$ cat src/design/smc_mac_macros.svh
// widths and access-count constants for the smc multiple-access block
`ifndef SMC_MAC_MACROS_SVH
`define SMC_MAC_MACROS_SVH

// --------------------
// bus widths
// --------------------

// internal bus data width
`define SMC_DATA_W 32

// external memory bus, 8-bit only
`define SMC_BYTE_W 8

// --------------------
// counter and state widths
// --------------------

`define SMC_CNT_W 2   // holds 0..3 remaining accesses
`define SMC_STATE_W 5 // one-hot controller state

// --------------------
// accesses still to do after the first one
// --------------------

`define SMC_NACC_8 2'd0  // byte, one access
`define SMC_NACC_16 2'd1 // halfword, two accesses
`define SMC_NACC_32 2'd3 // word, four accesses

`endif

$ cat src/design/smc_mac_pkg.sv
// data typedefs, size and state enums, and the access-state struct
`default_nettype none

`include "smc_mac_macros.svh"

package smc_mac_pkg;

  // --------------------
  // data vectors
  // --------------------

  typedef logic [`SMC_DATA_W-1:0] word_t;     // internal bus word
  typedef logic [`SMC_BYTE_W-1:0] byte_t;     // external bus byte
  typedef logic [`SMC_CNT_W-1:0] access_cnt_t; // accesses left after this one

  // transfer size, as seen on the internal bus
  // code 3 is unused and decodes like a byte
  typedef enum logic [1:0] {
    xsiz_8  = 2'd0,
    xsiz_16 = 2'd1,
    xsiz_32 = 2'd2
  } xfer_size_e;

  // next state of the external controller, one-hot
  typedef enum logic [`SMC_STATE_W-1:0] {
    smc_idle  = 5'b00001,
    smc_le    = 5'b00010, // address latch enable
    smc_rw    = 5'b00100, // read/write strobe phase
    smc_store = 5'b01000, // wait for data store
    smc_float = 5'b10000  // bus turnaround
  } smc_state_e;

  // registered size and count, shared by both data paths
  typedef struct packed {
    xfer_size_e  xfer_size;
    access_cnt_t num_access;
  } mac_access_t;

endpackage : smc_mac_pkg

`default_nettype wire

$ cat src/design/smc_access_counter.sv
// transfer-size register, access-count decode, access down-counter, last-access flag
`default_nettype none

`include "smc_mac_macros.svh"

module smc_access_counter (
  input  wire logic                    sys_clk18,
  input  wire logic                    n_sys_reset18,
  input  wire logic                    valid_access,  // address cycle of new transfer
  input  wire smc_mac_pkg::xfer_size_e xfer_size,     // valid with valid_access
  input  wire logic                    smc_done,      // end of one external access
  input  wire smc_mac_pkg::smc_state_e smc_nextstate,
  output smc_mac_pkg::mac_access_t     mac_access,
  output logic                         mac_done,      // last access of the transfer
  output smc_mac_pkg::xfer_size_e      v_xfer_size
);

  import smc_mac_pkg::*;

  xfer_size_e  r_xfer_size;   // size held for the whole transfer
  access_cnt_t r_num_access;  // accesses left after the current one
  access_cnt_t num_accesses;  // decoded load value
  logic        access_done;   // an access that really moved data

  // --------------------
  // access count decode
  // --------------------

  always_comb
  begin
    case (xfer_size)
      xsiz_16: num_accesses = `SMC_NACC_16;
      xsiz_32: num_accesses = `SMC_NACC_32;
      default: num_accesses = `SMC_NACC_8; // byte and unused code
    endcase
  end

  // accesses ending in store or idle don't count
  assign access_done = smc_done
                       && (smc_nextstate != smc_store)
                       && (smc_nextstate != smc_idle);

  // --------------------
  // size and count registers
  // --------------------

  always_ff @(posedge sys_clk18 or negedge n_sys_reset18)
  begin
    if (!n_sys_reset18)
    begin
      r_xfer_size  <= xsiz_8;
      r_num_access <= '0;
    end
    else if (valid_access) // new transfer wins over a decrement
    begin
      r_xfer_size  <= xfer_size;
      r_num_access <= num_accesses;
    end
    else if (access_done)
    begin
      r_num_access <= r_num_access - access_cnt_t'(1);
    end
  end

  // last access when nothing remains
  assign mac_done = (r_num_access == '0);

  // live size in the address cycle, held size after it
  assign v_xfer_size = valid_access ? xfer_size : r_xfer_size;

  // state for the read and write paths
  assign mac_access.xfer_size  = r_xfer_size;
  assign mac_access.num_access = r_num_access;

endmodule : smc_access_counter

`default_nettype wire

$ cat src/design/smc_mac.sv
// top of the multiple-access block, counter and read and write data paths
`default_nettype none

module smc_mac (
  input  wire logic                    sys_clk18,
  input  wire logic                    n_sys_reset18,
  input  wire logic                    valid_access,
  input  wire smc_mac_pkg::xfer_size_e xfer_size,
  input  wire logic                    smc_done,
  input  wire smc_mac_pkg::smc_state_e smc_nextstate,
  input  wire logic                    latch_data,
  input  wire smc_mac_pkg::byte_t      data_smc,
  input  wire smc_mac_pkg::word_t      write_data,
  output smc_mac_pkg::access_cnt_t     r_num_access,  // access counter
  output logic                         mac_done,
  output smc_mac_pkg::xfer_size_e      v_xfer_size,
  output smc_mac_pkg::word_t           read_data,     // to internal bus
  output smc_mac_pkg::word_t           smc_data       // to external bus
);

  import smc_mac_pkg::*;

  mac_access_t mac_access; // held size and count

  // --------------------
  // access counter
  // --------------------

  smc_access_counter u_access_counter (
    .sys_clk18     (sys_clk18),
    .n_sys_reset18 (n_sys_reset18),
    .valid_access  (valid_access),
    .xfer_size     (xfer_size),
    .smc_done      (smc_done),
    .smc_nextstate (smc_nextstate),
    .mac_access    (mac_access),
    .mac_done      (mac_done),
    .v_xfer_size   (v_xfer_size)
  );

  // --------------------
  // data paths
  // --------------------

  smc_read_assembler u_read_assembler (
    .sys_clk18     (sys_clk18),
    .n_sys_reset18 (n_sys_reset18),
    .latch_data    (latch_data),
    .data_smc      (data_smc),
    .mac_access    (mac_access),
    .read_data     (read_data)
  );

  smc_write_lane_select u_write_lane_select (
    .write_data (write_data),
    .mac_access (mac_access),
    .smc_data   (smc_data)
  );

  assign r_num_access = mac_access.num_access; // count for the controller

endmodule : smc_mac

`default_nettype wire

$ cat src/design/smc_read_assembler.sv
// read byte collection register and read-data replication mux
`default_nettype none

module smc_read_assembler (
  input  wire logic                     sys_clk18,
  input  wire logic                     n_sys_reset18,
  input  wire logic                     latch_data,  // data_smc holds a valid byte
  input  wire smc_mac_pkg::byte_t       data_smc,    // external read byte
  input  wire smc_mac_pkg::mac_access_t mac_access,  // held size and count
  output smc_mac_pkg::word_t            read_data    // to internal bus
);

  import smc_mac_pkg::*;

  word_t r_read_data; // bytes collected so far
  byte_t low_byte;    // byte 0 of the outgoing word

  // --------------------
  // collect read bytes
  // --------------------

  // most significant byte arrives first
  // lanes below the written one are cleared
  always_ff @(posedge sys_clk18 or negedge n_sys_reset18)
  begin
    if (!n_sys_reset18)
    begin
      r_read_data <= '0;
    end
    else if (latch_data)
    begin
      case (mac_access.num_access)
        2'd3:
        begin
          r_read_data <= {data_smc, 24'h0}; // first of four
        end
        2'd2:
        begin
          r_read_data <= {r_read_data[31:24], data_smc, 16'h0};
        end
        2'd1:
        begin
          r_read_data <= {r_read_data[31:16], data_smc, 8'h0};
        end
        default:
        begin
          r_read_data <= {r_read_data[31:8], data_smc}; // upper lanes kept
        end
      endcase
    end
  end

  // --------------------
  // read data mux
  // --------------------

  // live byte bypasses the register on the latching cycle
  assign low_byte = latch_data ? data_smc : r_read_data[7:0];

  always_comb
  begin
    case (mac_access.xfer_size)
      xsiz_32:
      begin
        read_data = {r_read_data[31:8], low_byte};
      end
      xsiz_16:
      begin
        // halfword on both halves of the bus
        read_data = {2{r_read_data[15:8], low_byte}};
      end
      default:
      begin
        read_data = {4{low_byte}}; // byte on all four lanes
      end
    endcase
  end

endmodule : smc_read_assembler

`default_nettype wire

$ cat src/design/smc_write_lane_select.sv
// write byte steering onto the low lane of the external data word
`default_nettype none

module smc_write_lane_select (
  input  wire smc_mac_pkg::word_t       write_data,  // held by internal bus
  input  wire smc_mac_pkg::mac_access_t mac_access,
  output smc_mac_pkg::word_t            smc_data     // to external bus
);

  import smc_mac_pkg::*;

  byte_t wr_byte; // byte for the current access

  // --------------------
  // lane select
  // --------------------

  // msb first, one byte per access
  always_comb
  begin
    case (mac_access.num_access)
      2'd3:    wr_byte = write_data[31:24];
      2'd2:    wr_byte = write_data[23:16];
      2'd1:    wr_byte = write_data[15:8];
      default: wr_byte = write_data[7:0]; // last or only access
    endcase
  end

  // zero-extend, external bus only uses the low lane
  assign smc_data = word_t'(wr_byte);

endmodule : smc_write_lane_select

`default_nettype wire

$ cat config.mk
export PLATFORM = sky130hd
export DESIGN_NAME = smc_mac
export DESIGN_NICKNAME = d
export VERILOG_FILES = /design/src/design/smc_mac_pkg.sv /design/src/design/smc_access_counter.sv /design/src/design/smc_mac.sv /design/src/design/smc_read_assembler.sv /design/src/design/smc_write_lane_select.sv
export VERILOG_INCLUDE_DIRS = /design/src /design/src/design
export SDC_FILE = /design/constraint.sdc
export NUM_CORES = 1
export LEC_CHECK = 0
export ABC_AREA = 1
export BUFFER_PORTS_ARGS = -buffer_cell sky130_fd_sc_hd__buf_2
export CAP_MARGIN = 10
export CORE_UTILIZATION = 35
export DETAILED_ROUTE_END_ITERATION = 7
export PLACE_DENSITY = 0.74
export SYNTH_ARGS = -nofsm -noshare
export SYNTH_HDL_FRONTEND = slang
export SYNTH_SLANG_ARGS = --single-unit
export TNS_END_PERCENT = 20
$ cat constraint.sdc
create_clock -name sys_clk18 -period 2 [get_ports sys_clk18]
set_input_delay 0 -clock sys_clk18 [delete_from_list [all_inputs] [get_ports sys_clk18]]
set_output_delay 0 -clock sys_clk18 [all_outputs]
set_load 0.1 [all_outputs]
==> out/summary.md, run 1 <==
The run finished with clean final reports. The portion of synthesized cell area occupied by the leading cell type was 37.2%; the pin count of the biggest net entering global routing was 37. The run gives 458 as the final layout net count. The number of buffers added by the clock tree synthesis step is 5.

A synthesized cell averages 7.90 µm². In this run the clock root is driven by a sky130_fd_sc_hd__clkbuf_8. The category of the most critical setup path is register to output pin. Clock latency on the worst-skew pair, taken at its later pin, is 290 ps. The post-detailed-placement half-perimeter wirelength came out at 5.31 mm.

The die is 85.1 µm wide. Along the worst path, the maximum fanout reaches 8. For the pin with the worst max-slew slack, the measured transition is 811 ps. Wires add up to 6.81 mm. The logs give 0 for the number of diodes and 0 for the remaining antenna violation count after routing. The count of buffers inserted at the top-level ports was 96; the static leakage was 0.00178 µW.

The run gives 0 as the warning count from the yosys run. In the post-synthesis netlist, the biggest area contributors are sky130_fd_sc_hd__dfrtp_1, sky130_fd_sc_hd__nand2_1, sky130_fd_sc_hd__buf_4, sky130_fd_sc_hd__inv_1, sky130_fd_sc_hd__o22ai_1. The combined area of all synthesized cells is 0.00242 mm², and the number of iterations in the first detailed-routing pass is 4. The tools report the kind of end point of the critical path as an output pin. Achievable clock frequency: 525 MHz.

Kind of launch point of the worst setup path: a register. The power density over cell area works out to 1320 mW/mm². The portion of the post-synthesis area used by sequential elements is 37.2%, and the stage delay of the slowest cell on the critical path is 440 ps. The library cells used most frequently in the layout, excluding fill and tap cells, are sky130_fd_sc_hd__nand2_1, sky130_fd_sc_hd__buf_2, sky130_fd_sc_hd__inv_1, sky130_fd_sc_hd__dfrtp_1, sky130_fd_sc_hd__buf_12.

Of the available clock period, the critical path in the final layout requires 95.2%. The buffer and inverter count on the worst path was 3. The area overhead of the layout relative to synthesis was 52.3%; the number of global-route vias before repair was 2,311. Counting flops and latches in the post-synthesis netlist gives 36. The floorplan step defined a core boundary enclosing 0.00649 mm². The final instance area came out at 0.00368 mm².

The first global-routing pass estimated 11.2 mm of wire. The cell row count is 29. Once the floorplan was initialized, standard cells occupied 37.2% of the core.

In this run, the number of DRC markers left after iteration 0 of detailed routing was 101. Detailed routing inserted a total of 2,382 vias. The total placed instance area came out at 0.00353 mm². The worst path needs 1900 ps of the cycle, external delays included. After detailed routing, the number of remaining DRC violations is 0. From bottom edge to top edge, the die measures 85.1 µm. The floorplan step defined a die boundary enclosing 0.00725 mm².

In the synthesized netlist, the number of instances is 306. Biggest area consumer among synthesized cells: sky130_fd_sc_hd__dfrtp_1. Worst slew margin relative to its limit: 45.9%. The clock passes through at most 2 buffers. The final clock skew is 6.40 ps. Across every metal layer, demand over resource in global routing totals 20.0%. The overall power came out at 4880 µW.

The tool flagged a number of max-cap violations equal to 0. The logs give 0 for the number of slew-limit violations in the final report and 25 for the count of cell types in the netlist. The run gives 0 as the total count of hold-check failures in the final report.

TritonCTS built the clock tree. The run gives 0 as the number of antenna violations at the first check in global routing. Setup repair after global routing could not meet its margin everywhere. The critical path arrival was 1900 ps. The CTS clock-pin slew for the worst setup and hold paths is 70 ps, and the register-to-register setup slack is 430 ps.

Using the TritonRoute via totals, the vias-per-cell ratio works out to 4.99. The family with the most delay on the worst path was buffers and inverters. The worst hold-check path type is input pin to register. The H-tree was split into 2 levels. The number of failing setup endpoints in the final timing report was 0; the placer congestion estimate was 0.821. The post-route netlist has 41.0% of its cells at a drive strength greater than 1. Counting every sink on the clock net gives 36.

The run gives 0 as the remaining global-route overflow. The cell type of the slowest stage on the worst timing path was sky130_fd_sc_hd__dfrtp_1. The critical path goes through inv_1, ha_1, buf_4, a21oi_1, a31oi_4, buf_12. The average wire per cell in the routed design came out at 14.3 µm. For the worst ir drop on vdd, the log shows 0.000722 V. For the required time at the endpoint of the critical path, the log shows 2000 ps. For this design the top-level I/O count stands at 121.
## metrics by stage
| step | hold slack [ps] | util, % | cells | setup WS [ps] | TNS (ps) |
|---|---|---|---|---|---|
| 6_report | 25.8 | 56.7 | 477 | 96.4 | 0 |
| 5_1_grt | 24.7 | 56.7 | 477 | -0.286 | -0.286 |
| 4_1_cts | 5.15 | 56.5 | 477 | 12.5 | 0 |
| 3_5_place_dp | 126 | 54.3 | 467 | 44.5 | 0 |
| 3_3_place_gp | 123 | 54.3 | 467 | 101 | 0 |
| 2_1_floorplan | -296 | - | 329 | -400 | -5940 |
## path summary, 6_finish.rpt
path	from	to	cells after the start
max	u_access_counter.r_num_access[1]	smc_data[1]	6
min	valid_access	u_access_counter.r_xfer_size[0]	2
max reg2reg	u_access_counter.r_num_access[0]	u_read_assembler.r_read_data[18]	5
min reg2reg	u_read_assembler.r_read_data[28]	u_read_assembler.r_read_data[28]	2
max in group asynchronous	n_sys_reset18	u_read_assembler.r_read_data[24]	2
min in group asynchronous	n_sys_reset18	u_read_assembler.r_read_data[8]	2
## cell type report
type,instances,area (µm²)
Fill cell,558,2810
Clock inverter,3,42.5
Multi-Input combinational cell,209,1390
Clock buffer,5,68.8
Inverter,45,176
Timing Repair Buffer,102,1010
Tap cell,77,96.3
Sequential cell,36,901
## cells in the mapped netlist, drive strengths merged
library cell  count
nand2            69
a31oi             8
dfrtp            36
ha                7
inv              45
o31ai             8
buf              38
clkbuf            1
nand3            14
a21oi             8
o211ai            6
conb              1
nor2             21
o21a              2
o22ai            24
o21ai            18
## metal layers
| layer | share of wire [%] | track usage (%) | vias up |
|---|---|---|---|
| met5 | 0 | 0 | - |
| met4 | 3.3 | 9.24 | 0 |
| met3 | 7.5 | 4.96 | 16 |
| met2 | 50 | 34.9 | 113 |
| met1 | 39 | 23.0 | 1110 |
| li1 | - | - | 1143 |
## flip-flops by register name, indices dropped and copies added (netlist names)
signal,count
u_access_counter.r_num_access,2
u_access_counter.r_xfer_size,2
u_read_assembler.r_read_data,32
## logic make-up (layout without fill, tap and decap cells)
kind of cell               count (synthesis)  in the layout  synth area share [%]
other                                      1             24                 0.155
and+or+nand+nor                          104            104                  18.6
buffers and inverters                     84            155                  19.0
DFF                                       36             36                  37.2
adders and majority gates                  7              7                  3.62
AOI/OAI and AO/OA                         74             74                  21.4
## power breakdown
group / switching (µW) / total, µW / internal (µW)
logic: 2270 / 3210 / 934
clock network: 265 / 634 / 369
registers: 92.7 / 1040 / 945
## timing repair
| item | in CTS | in global routing |
|---|---|---|
| setup buffers | 0 | 0 |
| resized for setup | 3 | 3 |
| pin swaps | 0 | 0 |
| hold buffers | 2 | 0 |
| endpoints found under the setup margin | 16 | 9 |
| endpoints found under the hold margin | 37 | 0 |
Power figures use the tool's default switching activity.
==> run 2: changes to the inputs <==
==> constraint.sdc (replaced) <==
create_clock -name sys_clk18 -period 2 [get_ports sys_clk18]
set_input_delay 0 -clock sys_clk18 [delete_from_list [all_inputs] [get_ports sys_clk18]]
set_output_delay 0 -clock sys_clk18 [all_outputs]
set_load 0.02 [all_outputs]
==> run 2 against run 1 <==
The run now ends with negative hold slack left. Utilization decreased by 11 points. Clock-buffer cell count unchanged. Highest routed layer unchanged. Final cell count is 0.21% higher. Maximum frequency rose by 2.2%. Clock power down 18%. Sequential power hardly changed.
==> out/summary.md, run 2 (synthesized netlist as in run 1, its figures left out) <==
The flow ran to the end, but the final reports show violations. The final reports fail on negative hold slack. The cell type of the slowest stage on the worst timing path is sky130_fd_sc_hd__dfrtp_1. STA classifies the critical path startpoint as a register. Setup repair after global routing left no endpoint under its margin. The worst pin sits at a relative slew slack of 43.5%. The family with the most delay on the worst path was buffers and inverters.

The tool flagged a number of max-cap violations equal to 0. Traced cell by cell, the critical path runs through inv_1, ha_1, buf_4, a21oi_1, a31oi_1, buf_2. The run gives 37.2% as the effective utilization at floorplan. Top routing layer in use: met4. The pin count of the biggest net entering global routing is 37, and the number of cells on the critical path is 6. For this run, the detailed router's first-pass iteration total came to 4. Cells fill 45.4% of the core in the end. In the final layout, the share of cells above drive strength 1 is 34.7%. Together, buffers and inverters on the worst path number 3. The run gives 0 as the remaining antenna violation count after routing. 121 I/O pins were placed. Compared with the post-synthesis result, the final layout area differs by 22.0%.

TritonCTS built the clock tree. The detailed-route vias per instance is 4.97. The run gives -3.12 ps as the smallest hold slack. The first element of the critical path was u_access_counter.r_num_access[1]. The tools report the wire length on met1 as 2.71 mm. The detailed router placed 2,375 vias in this run. The overall die width is 85.1 µm.

The number of cells on the worst reg-to-reg path is 6. The count of buffers inserted at the top-level ports is 96. The worst setup path is captured at an output pin. The logs give 0 for the number of antenna violations at the first check in global routing and 537 MHz for the achievable clock frequency. Leaving out fill and tap cells, the most frequent cells in the layout are sky130_fd_sc_hd__buf_2, sky130_fd_sc_hd__nand2_1, sky130_fd_sc_hd__inv_1, sky130_fd_sc_hd__dfrtp_1. The largest register by flop count is u_read_assembler.r_read_data.

Number of buffers added by the clock tree synthesis step: 5. For the worst setup path, the data required time is 2000 ps. For the number of global-route vias before repair, the log shows 2,302. The tools report the library cell used as clock root buffer as sky130_fd_sc_hd__clkbuf_8. The endpoint identified for the worst register-to-register timing path is u_read_assembler.r_read_data[17]. Dividing the detail-routed wire length by the instance count gives 14.0 µm. The global-route wire length before repair is 11.0 mm. In this run the worst hold path is classified as input pin to register. The logs give 0 for the remaining global-route overflow and 29 for the cell row count.

The tools report the number of buffers added for setup after CTS as 0. The number of antenna diodes in the final layout is 0. Number of flip-flops under the largest register name: 32. For this run, the total global-route usage over all layers was measured as 19.5%. Setup violations remaining at the end of the flow were counted as 0. After detailed routing, the met3 layer carries 437 µm of wire. The total count of hold-check failures in the final report was 1; the accumulated negative setup slack was 0 ps.

At the worst endpoint, the arrival time is 1860 ps. The run gives 390 ps as the register-to-register setup slack. The placer congestion estimate came out at 0.803. The worst-skew pair later-pin latency is 300 ps. The die span in y is 85.1 µm.

For the pin with the worst max-slew slack, the measured transition is 848 ps. Dividing total power by cell area gives a power density of 978 mW/mm². After detailed routing, the number of remaining DRC violations is 0. The CTS clock-pin slew for the worst setup and hold paths is 70 ps. At the end of the flow, the number of nets in the layout was 459. For the initial detailed-routing violation count, the log shows 102.

Die footprint: 0.00725 mm². The most critical setup path has its endpoint at smc_data[1]. In this run the critical register-to-register path is launched from u_access_counter.r_num_access[1].

The library cell used most frequently in the layout, excluding fill and tap cells, is sky130_fd_sc_hd__buf_2. The analysis attributes to cell leakage a power of 0.00159 µW. The H-tree was split into 2 levels.

The largest registers in the layout are u_read_assembler.r_read_data: 32 flops, u_access_counter.r_num_access: 2 flops, u_access_counter.r_xfer_size: 2 flops. Between clock sinks in the finished design, the worst skew comes to 7.55 ps. Wires add up to 6.67 mm.

The logs give 5.04 mm for the post-detailed-placement half-perimeter wirelength and 36 for the number of sinks on the clock net. The run gives 0.000385 V as the worst ir drop on vdd. The minimum period implied by the final worst setup slack came out at 1860 ps. The clock passes through at most 2 buffers.

The stage delay of the slowest cell on the critical path was 430 ps. The worst setup path is of the register to output pin kind. The biggest fanout along the worst timing path came out at 6. The total area inside the core boundary comes to 0.00649 mm². The final critical-path share of the clock period was 93.1%; the number of slew-limit violations in the final report was 0. Met2 wirelength from detailed routing: 3.43 mm. Total power for the finished layout comes to 2890 µW.
[run 2: cell count changes in the layout (fill, tap and decap cells not counted), moves of 2 or more]
cell and delta:
sky130_fd_sc_hd__buf_12 -32, sky130_fd_sc_hd__buf_2 +32, sky130_fd_sc_hd__a31oi_1 +8, sky130_fd_sc_hd__a31oi_4 -8
sky130_fd_sc_hd__o22ai_1 +8, sky130_fd_sc_hd__o22ai_2 -8, sky130_fd_sc_hd__o31ai_1 +8, sky130_fd_sc_hd__o31ai_2 -8
sky130_fd_sc_hd__nand2_2 +2, sky130_fd_sc_hd__nand2_4 -2, sky130_fd_sc_hd__o21ai_0 +2, sky130_fd_sc_hd__o21ai_1 -2
[run 2: per-layer routing]
layer | vias to the layer above | global-route usage [%]
met5 | - | 0
met4 | 0 | 7.09
met3 | 12 | 3.70
met2 | 115 | 34.6
met1 | 1094 | 23.6
li1 | 1154 | -
[run 2: worst min-delay path by stage]
| stage | start | to | slack, ps | cells after the start |
|---|---|---|---|---|
| 2_1_floorplan | n_sys_reset18 | u_access_counter.r_num_access[0] | -300 | 0 |
| 3_3_place_gp | n_sys_reset18 | u_read_assembler.r_read_data[3] | 130 | 1 |
| 3_5_place_dp | n_sys_reset18 | u_read_assembler.r_read_data[0] | 140 | 1 |
| 4_1_cts | xfer_size[1] | u_access_counter.r_xfer_size[1] | 3 | 3 |
| 5_1_grt | xfer_size[1] | u_access_counter.r_xfer_size[1] | 5 | 3 |
| 6_report | xfer_size[1] | u_access_counter.r_xfer_size[1] | -3 | 3 |
[run 2: cell type report]
type	count	area, µm²
fill	648	3540
multi-input combinational	209	1150
sequential	36	901
timing repair buffer	103	538
inverter	45	174
tap	77	96.3
clock buffer	5	68.8
clock inverter	3	18.8
[run 2: worst reg2reg max path, delay by kind of cell (launching register included)]
family	cells	cell delay, ps
AO/OA/AOI/OAI	1	170
AND/OR/NAND/NOR	3	440
adder cells (fa/ha/maj)	1	380
buffers and inverters	1	110
flip-flops	1	430
[run 2: repair_timing]
action | CTS | global route
hold endpoints to repair | 37 | 0
resized for setup | 1 | 4
hold buffers | 2 | 0
endpoints found under the setup margin | 1 | 11
[run 2: stage by stage]
step,worst slack [ps],instances,instance area (µm²)
after floorplan,423,329,2500
after global placement,330,468,2830
after detailed placement,304,468,2830
after CTS,36.1,478,2940
after global routing,28.1,478,2950
final,137,478,2950
[run 2: power by group]
part / total (µW) / switching (µW) / internal, µW / leakage (µW)
combinational: 1330 / 887 / 444 / 0.00107
sequential: 1040 / 91.9 / 944 / 0.000469
clock: 519 / 276 / 243 / 0.0000479
